$ cat src/logic/gpio_bus_pkg.sv
`default_nettype none

package gpio_bus_pkg;

  // AXI4-Lite bus shape, single 32-bit word per beat
  localparam int addr_bits = 12;
  localparam int data_bits = 32;
  localparam int strb_bits = data_bits / 8;

  // response codes on bresp / rresp
  localparam logic [1:0] resp_okay   = 2'b00;
  localparam logic [1:0] resp_slverr = 2'b10;

  // slave FSM state codes
  localparam int st_bits = 3;

  localparam logic [st_bits-1:0] st_idle  = 3'd0;
  localparam logic [st_bits-1:0] st_wstrb = 3'd1;  // o_we high
  localparam logic [st_bits-1:0] st_wresp = 3'd2;  // bvalid held
  localparam logic [st_bits-1:0] st_rstrb = 3'd3;  // o_re high
  localparam logic [st_bits-1:0] st_rresp = 3'd4;  // rvalid held

endpackage

`default_nettype wire

$ cat src/logic/gpio_map_pkg.sv
`default_nettype none

package gpio_map_pkg;

  // pins on the block, anything from 1 to 32 works
  localparam int pin_count = 12;

  // word index width, address bits above the byte offset
  localparam int word_bits = gpio_bus_pkg::addr_bits - 2;

  // register word indices, matched against addr[11:2]
  localparam logic [word_bits-1:0] reg_dir  = 10'd0;  // direction, rw
  localparam logic [word_bits-1:0] reg_in   = 10'd1;  // synced pins, ro
  localparam logic [word_bits-1:0] reg_out  = 10'd2;  // output, rw
  localparam logic [word_bits-1:0] reg_mask = 10'd3;  // irq mask, rw
  localparam logic [word_bits-1:0] reg_pend = 10'd4;  // irq pending, w1c

  // all pins start as inputs... direction bit set means input here
  localparam logic [pin_count-1:0] dir_reset = '1;

endpackage

`default_nettype wire

$ cat src/logic/gpio_input_sync.sv
`default_nettype none

module gpio_input_sync (
  input  wire                                 clk,
  input  wire                                 nrst,
  input  wire  [gpio_map_pkg::pin_count-1:0]  i_pins,
  output logic [gpio_map_pkg::pin_count-1:0]  o_sync,
  output logic [gpio_map_pkg::pin_count-1:0]  o_rise
);

  logic [gpio_map_pkg::pin_count-1:0] meta_q;  // first stage, may go metastable
  logic [gpio_map_pkg::pin_count-1:0] sync_q;
  logic [gpio_map_pkg::pin_count-1:0] prev_q;  // last cycle's synced value

  always_ff @(posedge clk or negedge nrst) begin
    if (!nrst) begin
      meta_q <= '0;
      sync_q <= '0;
      prev_q <= '0;
    end else begin
      meta_q <= i_pins;
      sync_q <= meta_q;
      prev_q <= sync_q;
    end
  end

  assign o_sync = sync_q;

  // 0 -> 1 per bit, one cycle wide
  assign o_rise = sync_q & ~prev_q;

endmodule

`default_nettype wire

$ cat src/logic/gpio_regs.sv
`default_nettype none

module gpio_regs (
  input  wire                                 clk,
  input  wire                                 nrst,
  input  wire                                 i_we,
  input  wire  [gpio_bus_pkg::addr_bits-1:0]  i_waddr,
  input  wire  [gpio_bus_pkg::data_bits-1:0]  i_wdata,
  input  wire  [gpio_bus_pkg::strb_bits-1:0]  i_wstrb,
  input  wire                                 i_re,
  input  wire  [gpio_bus_pkg::addr_bits-1:0]  i_raddr,
  output logic [gpio_bus_pkg::data_bits-1:0]  o_rdata,
  output logic                                o_err,
  input  wire  [gpio_map_pkg::pin_count-1:0]  i_sync,
  input  wire  [gpio_map_pkg::pin_count-1:0]  i_rise,
  output logic [gpio_map_pkg::pin_count-1:0]  o_gpio,
  output logic [gpio_map_pkg::pin_count-1:0]  o_gpio_dir,
  output logic [gpio_map_pkg::pin_count-1:0]  o_irq
);

  logic [gpio_map_pkg::pin_count-1:0] dir_q;
  logic [gpio_map_pkg::pin_count-1:0] out_q;
  logic [gpio_map_pkg::pin_count-1:0] mask_q;
  logic [gpio_map_pkg::pin_count-1:0] pend_q;

  logic [gpio_map_pkg::word_bits-1:0] wword;
  logic [gpio_map_pkg::word_bits-1:0] rword;
  logic [gpio_map_pkg::pin_count-1:0] wval;
  logic [gpio_map_pkg::pin_count-1:0] bit_en;
  logic [gpio_map_pkg::pin_count-1:0] pend_clr;
  logic [gpio_map_pkg::pin_count-1:0] rval;
  logic                               w_ok;
  logic                               r_hit;
  logic                               wr_dir;
  logic                               wr_out;
  logic                               wr_mask;
  logic                               wr_pend;

  assign wword = i_waddr[gpio_bus_pkg::addr_bits-1:2];
  assign rword = i_raddr[gpio_bus_pkg::addr_bits-1:2];
  assign wval  = i_wdata[gpio_map_pkg::pin_count-1:0];

  // byte strobe spread onto pin bits
  always_comb begin
    for (int n = 0; n < gpio_map_pkg::pin_count; n++) begin
      bit_en[n] = i_wstrb[n / 8];
    end
  end

  assign wr_dir  = i_we && (wword == gpio_map_pkg::reg_dir);
  assign wr_out  = i_we && (wword == gpio_map_pkg::reg_out);
  assign wr_mask = i_we && (wword == gpio_map_pkg::reg_mask);
  assign wr_pend = i_we && (wword == gpio_map_pkg::reg_pend);

  // input word is read-only, so it is not a valid write target
  assign w_ok = (wword == gpio_map_pkg::reg_dir) || (wword == gpio_map_pkg::reg_out) ||
                (wword == gpio_map_pkg::reg_mask) || (wword == gpio_map_pkg::reg_pend);

  always_comb begin
    rval  = '0;
    r_hit = 1'b1;
    case (rword)
      gpio_map_pkg::reg_dir:  rval = dir_q;
      gpio_map_pkg::reg_in:   rval = i_sync;
      gpio_map_pkg::reg_out:  rval = out_q;
      gpio_map_pkg::reg_mask: rval = mask_q;
      gpio_map_pkg::reg_pend: rval = pend_q;
      default:                r_hit = 1'b0;  // unmapped reads as zero
    endcase
    o_rdata = '0;
    o_rdata[gpio_map_pkg::pin_count-1:0] = rval;
  end

  assign o_err = (i_we && !w_ok) || (i_re && !r_hit);

  assign pend_clr = wr_pend ? (wval & bit_en) : '0;

  always_ff @(posedge clk or negedge nrst) begin
    if (!nrst) begin
      dir_q  <= gpio_map_pkg::dir_reset;
      out_q  <= '0;
      mask_q <= '0;
      pend_q <= '0;
    end else begin
      if (wr_dir) begin
        dir_q <= (dir_q & ~bit_en) | (wval & bit_en);
      end
      if (wr_out) begin
        out_q <= (out_q & ~bit_en) | (wval & bit_en);
      end
      if (wr_mask) begin
        mask_q <= (mask_q & ~bit_en) | (wval & bit_en);
      end
      pend_q <= (pend_q & ~pend_clr) | i_rise;  // new edge beats the clear
    end
  end

  assign o_gpio     = out_q;
  assign o_gpio_dir = dir_q;
  assign o_irq      = pend_q & mask_q;

endmodule

`default_nettype wire

$ cat src/logic/axil_slave_fsm.sv
`default_nettype none

module axil_slave_fsm (
  input  wire                                   clk,
  input  wire                                   nrst,
  input  wire                                   i_awvalid,
  input  wire  [gpio_bus_pkg::addr_bits-1:0]    i_awaddr,
  input  wire                                   i_wvalid,
  input  wire  [gpio_bus_pkg::data_bits-1:0]    i_wdata,
  input  wire  [gpio_bus_pkg::strb_bits-1:0]    i_wstrb,
  output logic                                  o_awready,
  output logic                                  o_wready,
  output logic                                  o_bvalid,
  output logic [1:0]                            o_bresp,
  input  wire                                   i_bready,
  input  wire                                   i_arvalid,
  input  wire  [gpio_bus_pkg::addr_bits-1:0]    i_araddr,
  output logic                                  o_arready,
  output logic                                  o_rvalid,
  output logic [gpio_bus_pkg::data_bits-1:0]    o_rdata,
  output logic [1:0]                            o_rresp,
  input  wire                                   i_rready,
  output logic                                  o_we,
  output logic [gpio_bus_pkg::addr_bits-1:0]    o_waddr,
  output logic [gpio_bus_pkg::data_bits-1:0]    o_wdata,
  output logic [gpio_bus_pkg::strb_bits-1:0]    o_wstrb,
  output logic                                  o_re,
  output logic [gpio_bus_pkg::addr_bits-1:0]    o_raddr,
  input  wire  [gpio_bus_pkg::data_bits-1:0]    i_rdata,
  input  wire                                   i_err
);

  logic [gpio_bus_pkg::st_bits-1:0] state;
  logic [gpio_bus_pkg::st_bits-1:0] state_nxt;

  logic                                wr_acc;
  logic                                rd_acc;
  logic [gpio_bus_pkg::addr_bits-1:0]  waddr_q;
  logic [gpio_bus_pkg::data_bits-1:0]  wdata_q;
  logic [gpio_bus_pkg::strb_bits-1:0]  wstrb_q;
  logic [gpio_bus_pkg::addr_bits-1:0]  raddr_q;
  logic [gpio_bus_pkg::data_bits-1:0]  rdata_q;
  logic [1:0]                          bresp_q;
  logic [1:0]                          rresp_q;

  // write needs both channels at once, and beats a read in the same cycle
  assign wr_acc = (state == gpio_bus_pkg::st_idle) && i_awvalid && i_wvalid;
  assign rd_acc = (state == gpio_bus_pkg::st_idle) && i_arvalid && !(i_awvalid && i_wvalid);

  assign o_awready = wr_acc;
  assign o_wready  = wr_acc;
  assign o_arready = rd_acc;

  always_comb begin
    state_nxt = state;
    case (state)
      gpio_bus_pkg::st_idle: begin
        if (wr_acc) begin
          state_nxt = gpio_bus_pkg::st_wstrb;
        end else if (rd_acc) begin
          state_nxt = gpio_bus_pkg::st_rstrb;
        end
      end
      gpio_bus_pkg::st_wstrb: state_nxt = gpio_bus_pkg::st_wresp;
      gpio_bus_pkg::st_wresp: begin
        if (i_bready) begin
          state_nxt = gpio_bus_pkg::st_idle;
        end
      end
      gpio_bus_pkg::st_rstrb: state_nxt = gpio_bus_pkg::st_rresp;
      gpio_bus_pkg::st_rresp: begin
        if (i_rready) begin
          state_nxt = gpio_bus_pkg::st_idle;
        end
      end
      default: state_nxt = gpio_bus_pkg::st_idle;
    endcase
  end

  always_ff @(posedge clk or negedge nrst) begin
    if (!nrst) begin
      state <= gpio_bus_pkg::st_idle;
    end else begin
      state <= state_nxt;
    end
  end

  // request payload, latched on the accepting edge
  always_ff @(posedge clk) begin
    if (wr_acc) begin
      waddr_q <= i_awaddr;
      wdata_q <= i_wdata;
      wstrb_q <= i_wstrb;
    end
    if (rd_acc) begin
      raddr_q <= i_araddr;
    end
  end

  // register block answers combinationally during the strobe cycle
  always_ff @(posedge clk) begin
    if (state == gpio_bus_pkg::st_wstrb) begin
      bresp_q <= i_err ? gpio_bus_pkg::resp_slverr : gpio_bus_pkg::resp_okay;
    end
    if (state == gpio_bus_pkg::st_rstrb) begin
      rdata_q <= i_rdata;
      rresp_q <= i_err ? gpio_bus_pkg::resp_slverr : gpio_bus_pkg::resp_okay;
    end
  end

  assign o_we    = (state == gpio_bus_pkg::st_wstrb);
  assign o_re    = (state == gpio_bus_pkg::st_rstrb);
  assign o_waddr = waddr_q;
  assign o_wdata = wdata_q;
  assign o_wstrb = wstrb_q;
  assign o_raddr = raddr_q;

  assign o_bvalid = (state == gpio_bus_pkg::st_wresp);
  assign o_bresp  = bresp_q;
  assign o_rvalid = (state == gpio_bus_pkg::st_rresp);
  assign o_rdata  = rdata_q;
  assign o_rresp  = rresp_q;

endmodule

`default_nettype wire

$ cat src/logic/gpio_top.sv
`default_nettype none

module gpio_top (
  input  wire                                 clk,
  input  wire                                 nrst,
  input  wire                                 i_awvalid,
  input  wire  [gpio_bus_pkg::addr_bits-1:0]  i_awaddr,
  output logic                                o_awready,
  input  wire                                 i_wvalid,
  input  wire  [gpio_bus_pkg::data_bits-1:0]  i_wdata,
  input  wire  [gpio_bus_pkg::strb_bits-1:0]  i_wstrb,
  output logic                                o_wready,
  output logic                                o_bvalid,
  output logic [1:0]                          o_bresp,
  input  wire                                 i_bready,
  input  wire                                 i_arvalid,
  input  wire  [gpio_bus_pkg::addr_bits-1:0]  i_araddr,
  output logic                                o_arready,
  output logic                                o_rvalid,
  output logic [gpio_bus_pkg::data_bits-1:0]  o_rdata,
  output logic [1:0]                          o_rresp,
  input  wire                                 i_rready,
  input  wire  [gpio_map_pkg::pin_count-1:0]  i_gpio,
  output logic [gpio_map_pkg::pin_count-1:0]  o_gpio,
  output logic [gpio_map_pkg::pin_count-1:0]  o_gpio_dir,
  output logic [gpio_map_pkg::pin_count-1:0]  o_irq
);

  logic                                we;
  logic [gpio_bus_pkg::addr_bits-1:0]  waddr;
  logic [gpio_bus_pkg::data_bits-1:0]  wdata;
  logic [gpio_bus_pkg::strb_bits-1:0]  wstrb;
  logic                                re;
  logic [gpio_bus_pkg::addr_bits-1:0]  raddr;
  logic [gpio_bus_pkg::data_bits-1:0]  reg_rdata;
  logic                                reg_err;
  logic [gpio_map_pkg::pin_count-1:0]  pin_sync;
  logic [gpio_map_pkg::pin_count-1:0]  pin_rise;

  axil_slave_fsm fsm0 (
    .clk       (clk),
    .nrst      (nrst),
    .i_awvalid (i_awvalid),
    .i_awaddr  (i_awaddr),
    .i_wvalid  (i_wvalid),
    .i_wdata   (i_wdata),
    .i_wstrb   (i_wstrb),
    .o_awready (o_awready),
    .o_wready  (o_wready),
    .o_bvalid  (o_bvalid),
    .o_bresp   (o_bresp),
    .i_bready  (i_bready),
    .i_arvalid (i_arvalid),
    .i_araddr  (i_araddr),
    .o_arready (o_arready),
    .o_rvalid  (o_rvalid),
    .o_rdata   (o_rdata),
    .o_rresp   (o_rresp),
    .i_rready  (i_rready),
    .o_we      (we),
    .o_waddr   (waddr),
    .o_wdata   (wdata),
    .o_wstrb   (wstrb),
    .o_re      (re),
    .o_raddr   (raddr),
    .i_rdata   (reg_rdata),
    .i_err     (reg_err)
  );

  gpio_regs regs0 (
    .clk        (clk),
    .nrst       (nrst),
    .i_we       (we),
    .i_waddr    (waddr),
    .i_wdata    (wdata),
    .i_wstrb    (wstrb),
    .i_re       (re),
    .i_raddr    (raddr),
    .o_rdata    (reg_rdata),
    .o_err      (reg_err),
    .i_sync     (pin_sync),
    .i_rise     (pin_rise),
    .o_gpio     (o_gpio),
    .o_gpio_dir (o_gpio_dir),
    .o_irq      (o_irq)
  );

  // pins are asynchronous to clk
  gpio_input_sync sync0 (
    .clk    (clk),
    .nrst   (nrst),
    .i_pins (i_gpio),
    .o_sync (pin_sync),
    .o_rise (pin_rise)
  );

endmodule

`default_nettype wire

$ cat config.mk
export PLATFORM = sky130hd
export DESIGN_NAME = gpio_top
export DESIGN_NICKNAME = d
export VERILOG_FILES = /design/src/logic/gpio_bus_pkg.sv /design/src/logic/gpio_map_pkg.sv /design/src/logic/gpio_input_sync.sv /design/src/logic/gpio_regs.sv /design/src/logic/axil_slave_fsm.sv /design/src/logic/gpio_top.sv
export SDC_FILE = /design/constraint.sdc
export NUM_CORES = 1
export LEC_CHECK = 0
export ABC_AREA = 1
export ABC_CLOCK_PERIOD_IN_PS = 5070
export BUFFER_PORTS_ARGS = -buffer_cell sky130_fd_sc_hd__buf_2
export CAP_MARGIN = 30
export CORE_MARGIN = 5
export CORE_UTILIZATION = 30
export CTS_BUF_LIST = sky130_fd_sc_hd__clkbuf_16
export DETAILED_ROUTE_END_ITERATION = 10
export SETUP_SLACK_MARGIN = 0.05
export SLEW_MARGIN = 15
export SYNTH_ARGS = -nofsm -noshare
export SYNTH_HDL_FRONTEND = slang
export SYNTH_SLANG_ARGS = --single-unit
$ cat constraint.sdc
create_clock -name clk -period 5.07 [get_ports clk]
set_clock_uncertainty 0.15 [all_clocks]
set_input_delay 0.7605 -clock clk [delete_from_list [all_inputs] [get_ports clk]]
set_output_delay 0.7605 -clock clk [all_outputs]
set_load 0.01 [all_outputs]
==> impl_metrics.json <==
{
  "status": "complete, no violations",
  "synthDistinctLibCells": 26,
  "syn_to_final_growth_pct": 21.1,
  "ys_seq_area_frac": 0.633,
  "gr-max-usage-layer": "met2",
  "ctsHtreeMaxLevel": 4,
  "grt_pass1_wl_um": 21600,
  "gp_congestion": 0.779,
  "synthCells": 561,
  "switching_share": 0.262,
  "numCtsBuffers": 17,
  "multi_input_comb_area_mm2": 0.00162,
  "hold_path_class": "in -> async",
  "slew_headroom": 0.433,
  "report.final.setup_viol": 0,
  "fin_area_mm2": 0.00696,
  "synth_most_common_cell": "nand2_1",
  "coreArea_mm2": 0.0188,
  "critical-path-top-delay-family": "simple AND/OR/NAND/NOR gates",
  "period_minus_slack_ns": 2.94,
  "final_hold_viol_count": 0,
  "firstDrtPassIters": 4,
  "ant_nets": 0,
  "ys.flop_type": "dfrtp_1",
  "clock_latency_ns": 0.41,
  "grt_max_degree": 47,
  "cts_resized": 0,
  "nFillCells": 1874,
  "wirelength_um": 13600,
  "cp_slowest_stage_delay_ns": 0.67,
  "crit_path_max_fanout": 11,
  "dp.final_hpwl_um": 9640,
  "placed_area_mm2": 0.00644,
  "ys_ff_latch": 135,
  "hold_buffers": 0,
  "synth_top_area_frac": 0.327,
  "rsz0062_at_grt": "false",
  "critPathCaptureType": "primary output",
  "p_leak_nw": 3.44,
  "drc": 0,
  "postCtsSetupRepairBufs": 0,
  "path_cells": "inv_1 > nand4_1 > nor2_1 > buf_2",
  "drtIter0Drc": 218,
  "cts_root_buf": "clkbuf_16",
  "vias": 3918,
  "io_pins": 156,
  "regArea_mm2": 0.00363,
  "synth.top_cells.by_count": "135 x nand2_1, 81 x inv_1, 75 x dfrtp_1",
  "grtUsageMet2": 0.209,
  "avgViaCountPerCell": 4.23,
  "grt.overflow.total": 0,
  "tns_ns": 0,
  "port_buffers": 107,
  "final_nets": 757,
  "crit_type": "reg -> out",
  "startpoint_type": "flip-flop",
  "ys_warn_count": 0,
  "wl_per_cell_um": 14.7,
  "die_area_mm2": 0.0220,
  "drv_slew": 0,
  "clk_pin_slew_worst_paths_ns": 0.06,
  "p_seq_frac": 0.478,
  "syn_avg_cell_area_um2": 10.2,
  "die_h_um": 148,
  "grt_use_met3": 0.0405,
  "synth_edf_count": 48,
  "fmax_ghz": 0.341,
  "p_switching_uw": 707,
  "power_frac_comb": 0.124,
  "maxCapViolations": 0,
  "syn_area_mm2": 0.00574,
  "cp.required_ns": 4.16,
  "synth.area.top_cells": "dfrtp_1 33%, edfxtp_1 25%, nand2_1 8.8%",
  "clockBufferDepth": 2,
  "cp_num_buf_inv": 2,
  "yosys.area.top_type": "dfrtp_1",
  "antenna_found_initial": 1,
  "irDropWorstVdd_mv": 0.228,
  "tightest_slew_ns": 0.847,
  "die_x_um": 148,
  "power.total_mw": 2.70,
  "async_reset_ff_frac": 0.644,
  "crit_slowest_cell": "nor2_1",
  "pwr_density_cell_mw_per_mm2": 388,
  "num_rows": 50,
  "clkPwrFrac": 0.398,
  "grtUsageTotal": 0.130,
  "met1_usage": 0.166,
  "cp_data_arrival_time_ns": 2.03,
  "post-route-period-util": 0.579,
  "grt_pass1_vias": 3875,
  "start_util": 0.306,
  "cts_tree": "done",
  "clock-sinks": 135,
  "drive_gt1_frac": 0.292,
  "power.internal_mw": 1.99
}
==> metal layers <==
layer	up-vias	wire, um	share of wire
met5	-	0	0
met4	0	212	0.016
met3	19	805	0.059
met2	104	6620	0.48
met1	1813	6010	0.44
li1	1982	-	-
==> cells in the final DEF (no fill, tap or decap), drive strengths merged, types with 12 or more instances in the layout <==
cell type  netlist  routed
inv             84      92
nand3           62      62
buf             34     113
edfxtp          48      48
nor2            37      37
dfstp           12      12
dfrtp           75      75
o21ai           45      45
nand2          140     140
clkbuf           2      17
conb             1      22
==> kinds of logic after synthesis <==
logic type             count (synthesis)  synth area share
buffers and inverters                120             0.101
other                                  1          0.000653
AO/OA/AOI/OAI                         46            0.0562
flip-flops                           135             0.633
AND/OR/NAND/NOR                      259             0.209
==> path summary, 6_finish.rpt <==
kind | startpoint | end | slack, ns | depth (start not counted)
min | nrst | sync0.meta_q[4] | 0.18 | 1
min in group clk | sync0.meta_q[0] | sync0.o_sync[0] | 0.20 | 0
max reg2reg | fsm0.o_raddr[7] | fsm0.o_rdata[0] | 2.83 | 7
max in group asynchronous | nrst | async pin | 3.56 | 2
max | fsm0.state[0] | o_arready | 2.13 | 4
min reg2reg | sync0.meta_q[0] | sync0.o_sync[0] | 0.20 | 0
==> power by group through the flow <==
stage | sequential [mW] | combinational, mW | clock [mW]
floorplan | 1.32 | 0.195 | 0
global placement | 1.31 | 0.342 | 0
detailed placement | 1.31 | 0.345 | 0
CTS | 1.29 | 0.346 | 1.10
global route | 1.30 | 0.377 | 1.15
finish | 1.29 | 0.334 | 1.07
==> final cells by class <==
type / instances / share of cell area
diodes: 1 / 0.000360
clock buffers: 17 / 0.0612
clock inverters: 15 / 0.0126
inverters: 84 / 0.0453
multi-input cells: 327 / 0.232
flip-flops and latches: 135 / 0.522
well taps: 234 / 0.0421
repair buffers: 113 / 0.0838
==> per-stage QoR <==
step | instances | utilization | setup slack [ns] | hold slack [ns]
floorplan | 582 | - | 1.86 | 0.181
global placement | 893 | 0.343 | 2.18 | 0.183
detailed placement | 893 | 0.343 | 2.17 | 0.185
CTS | 925 | 0.370 | 2.11 | 0.189
global route | 926 | 0.371 | 1.90 | 0.205
finish | 926 | 0.371 | 2.13 | 0.182
No activity file was read; power rests on OpenSTA's default activity.
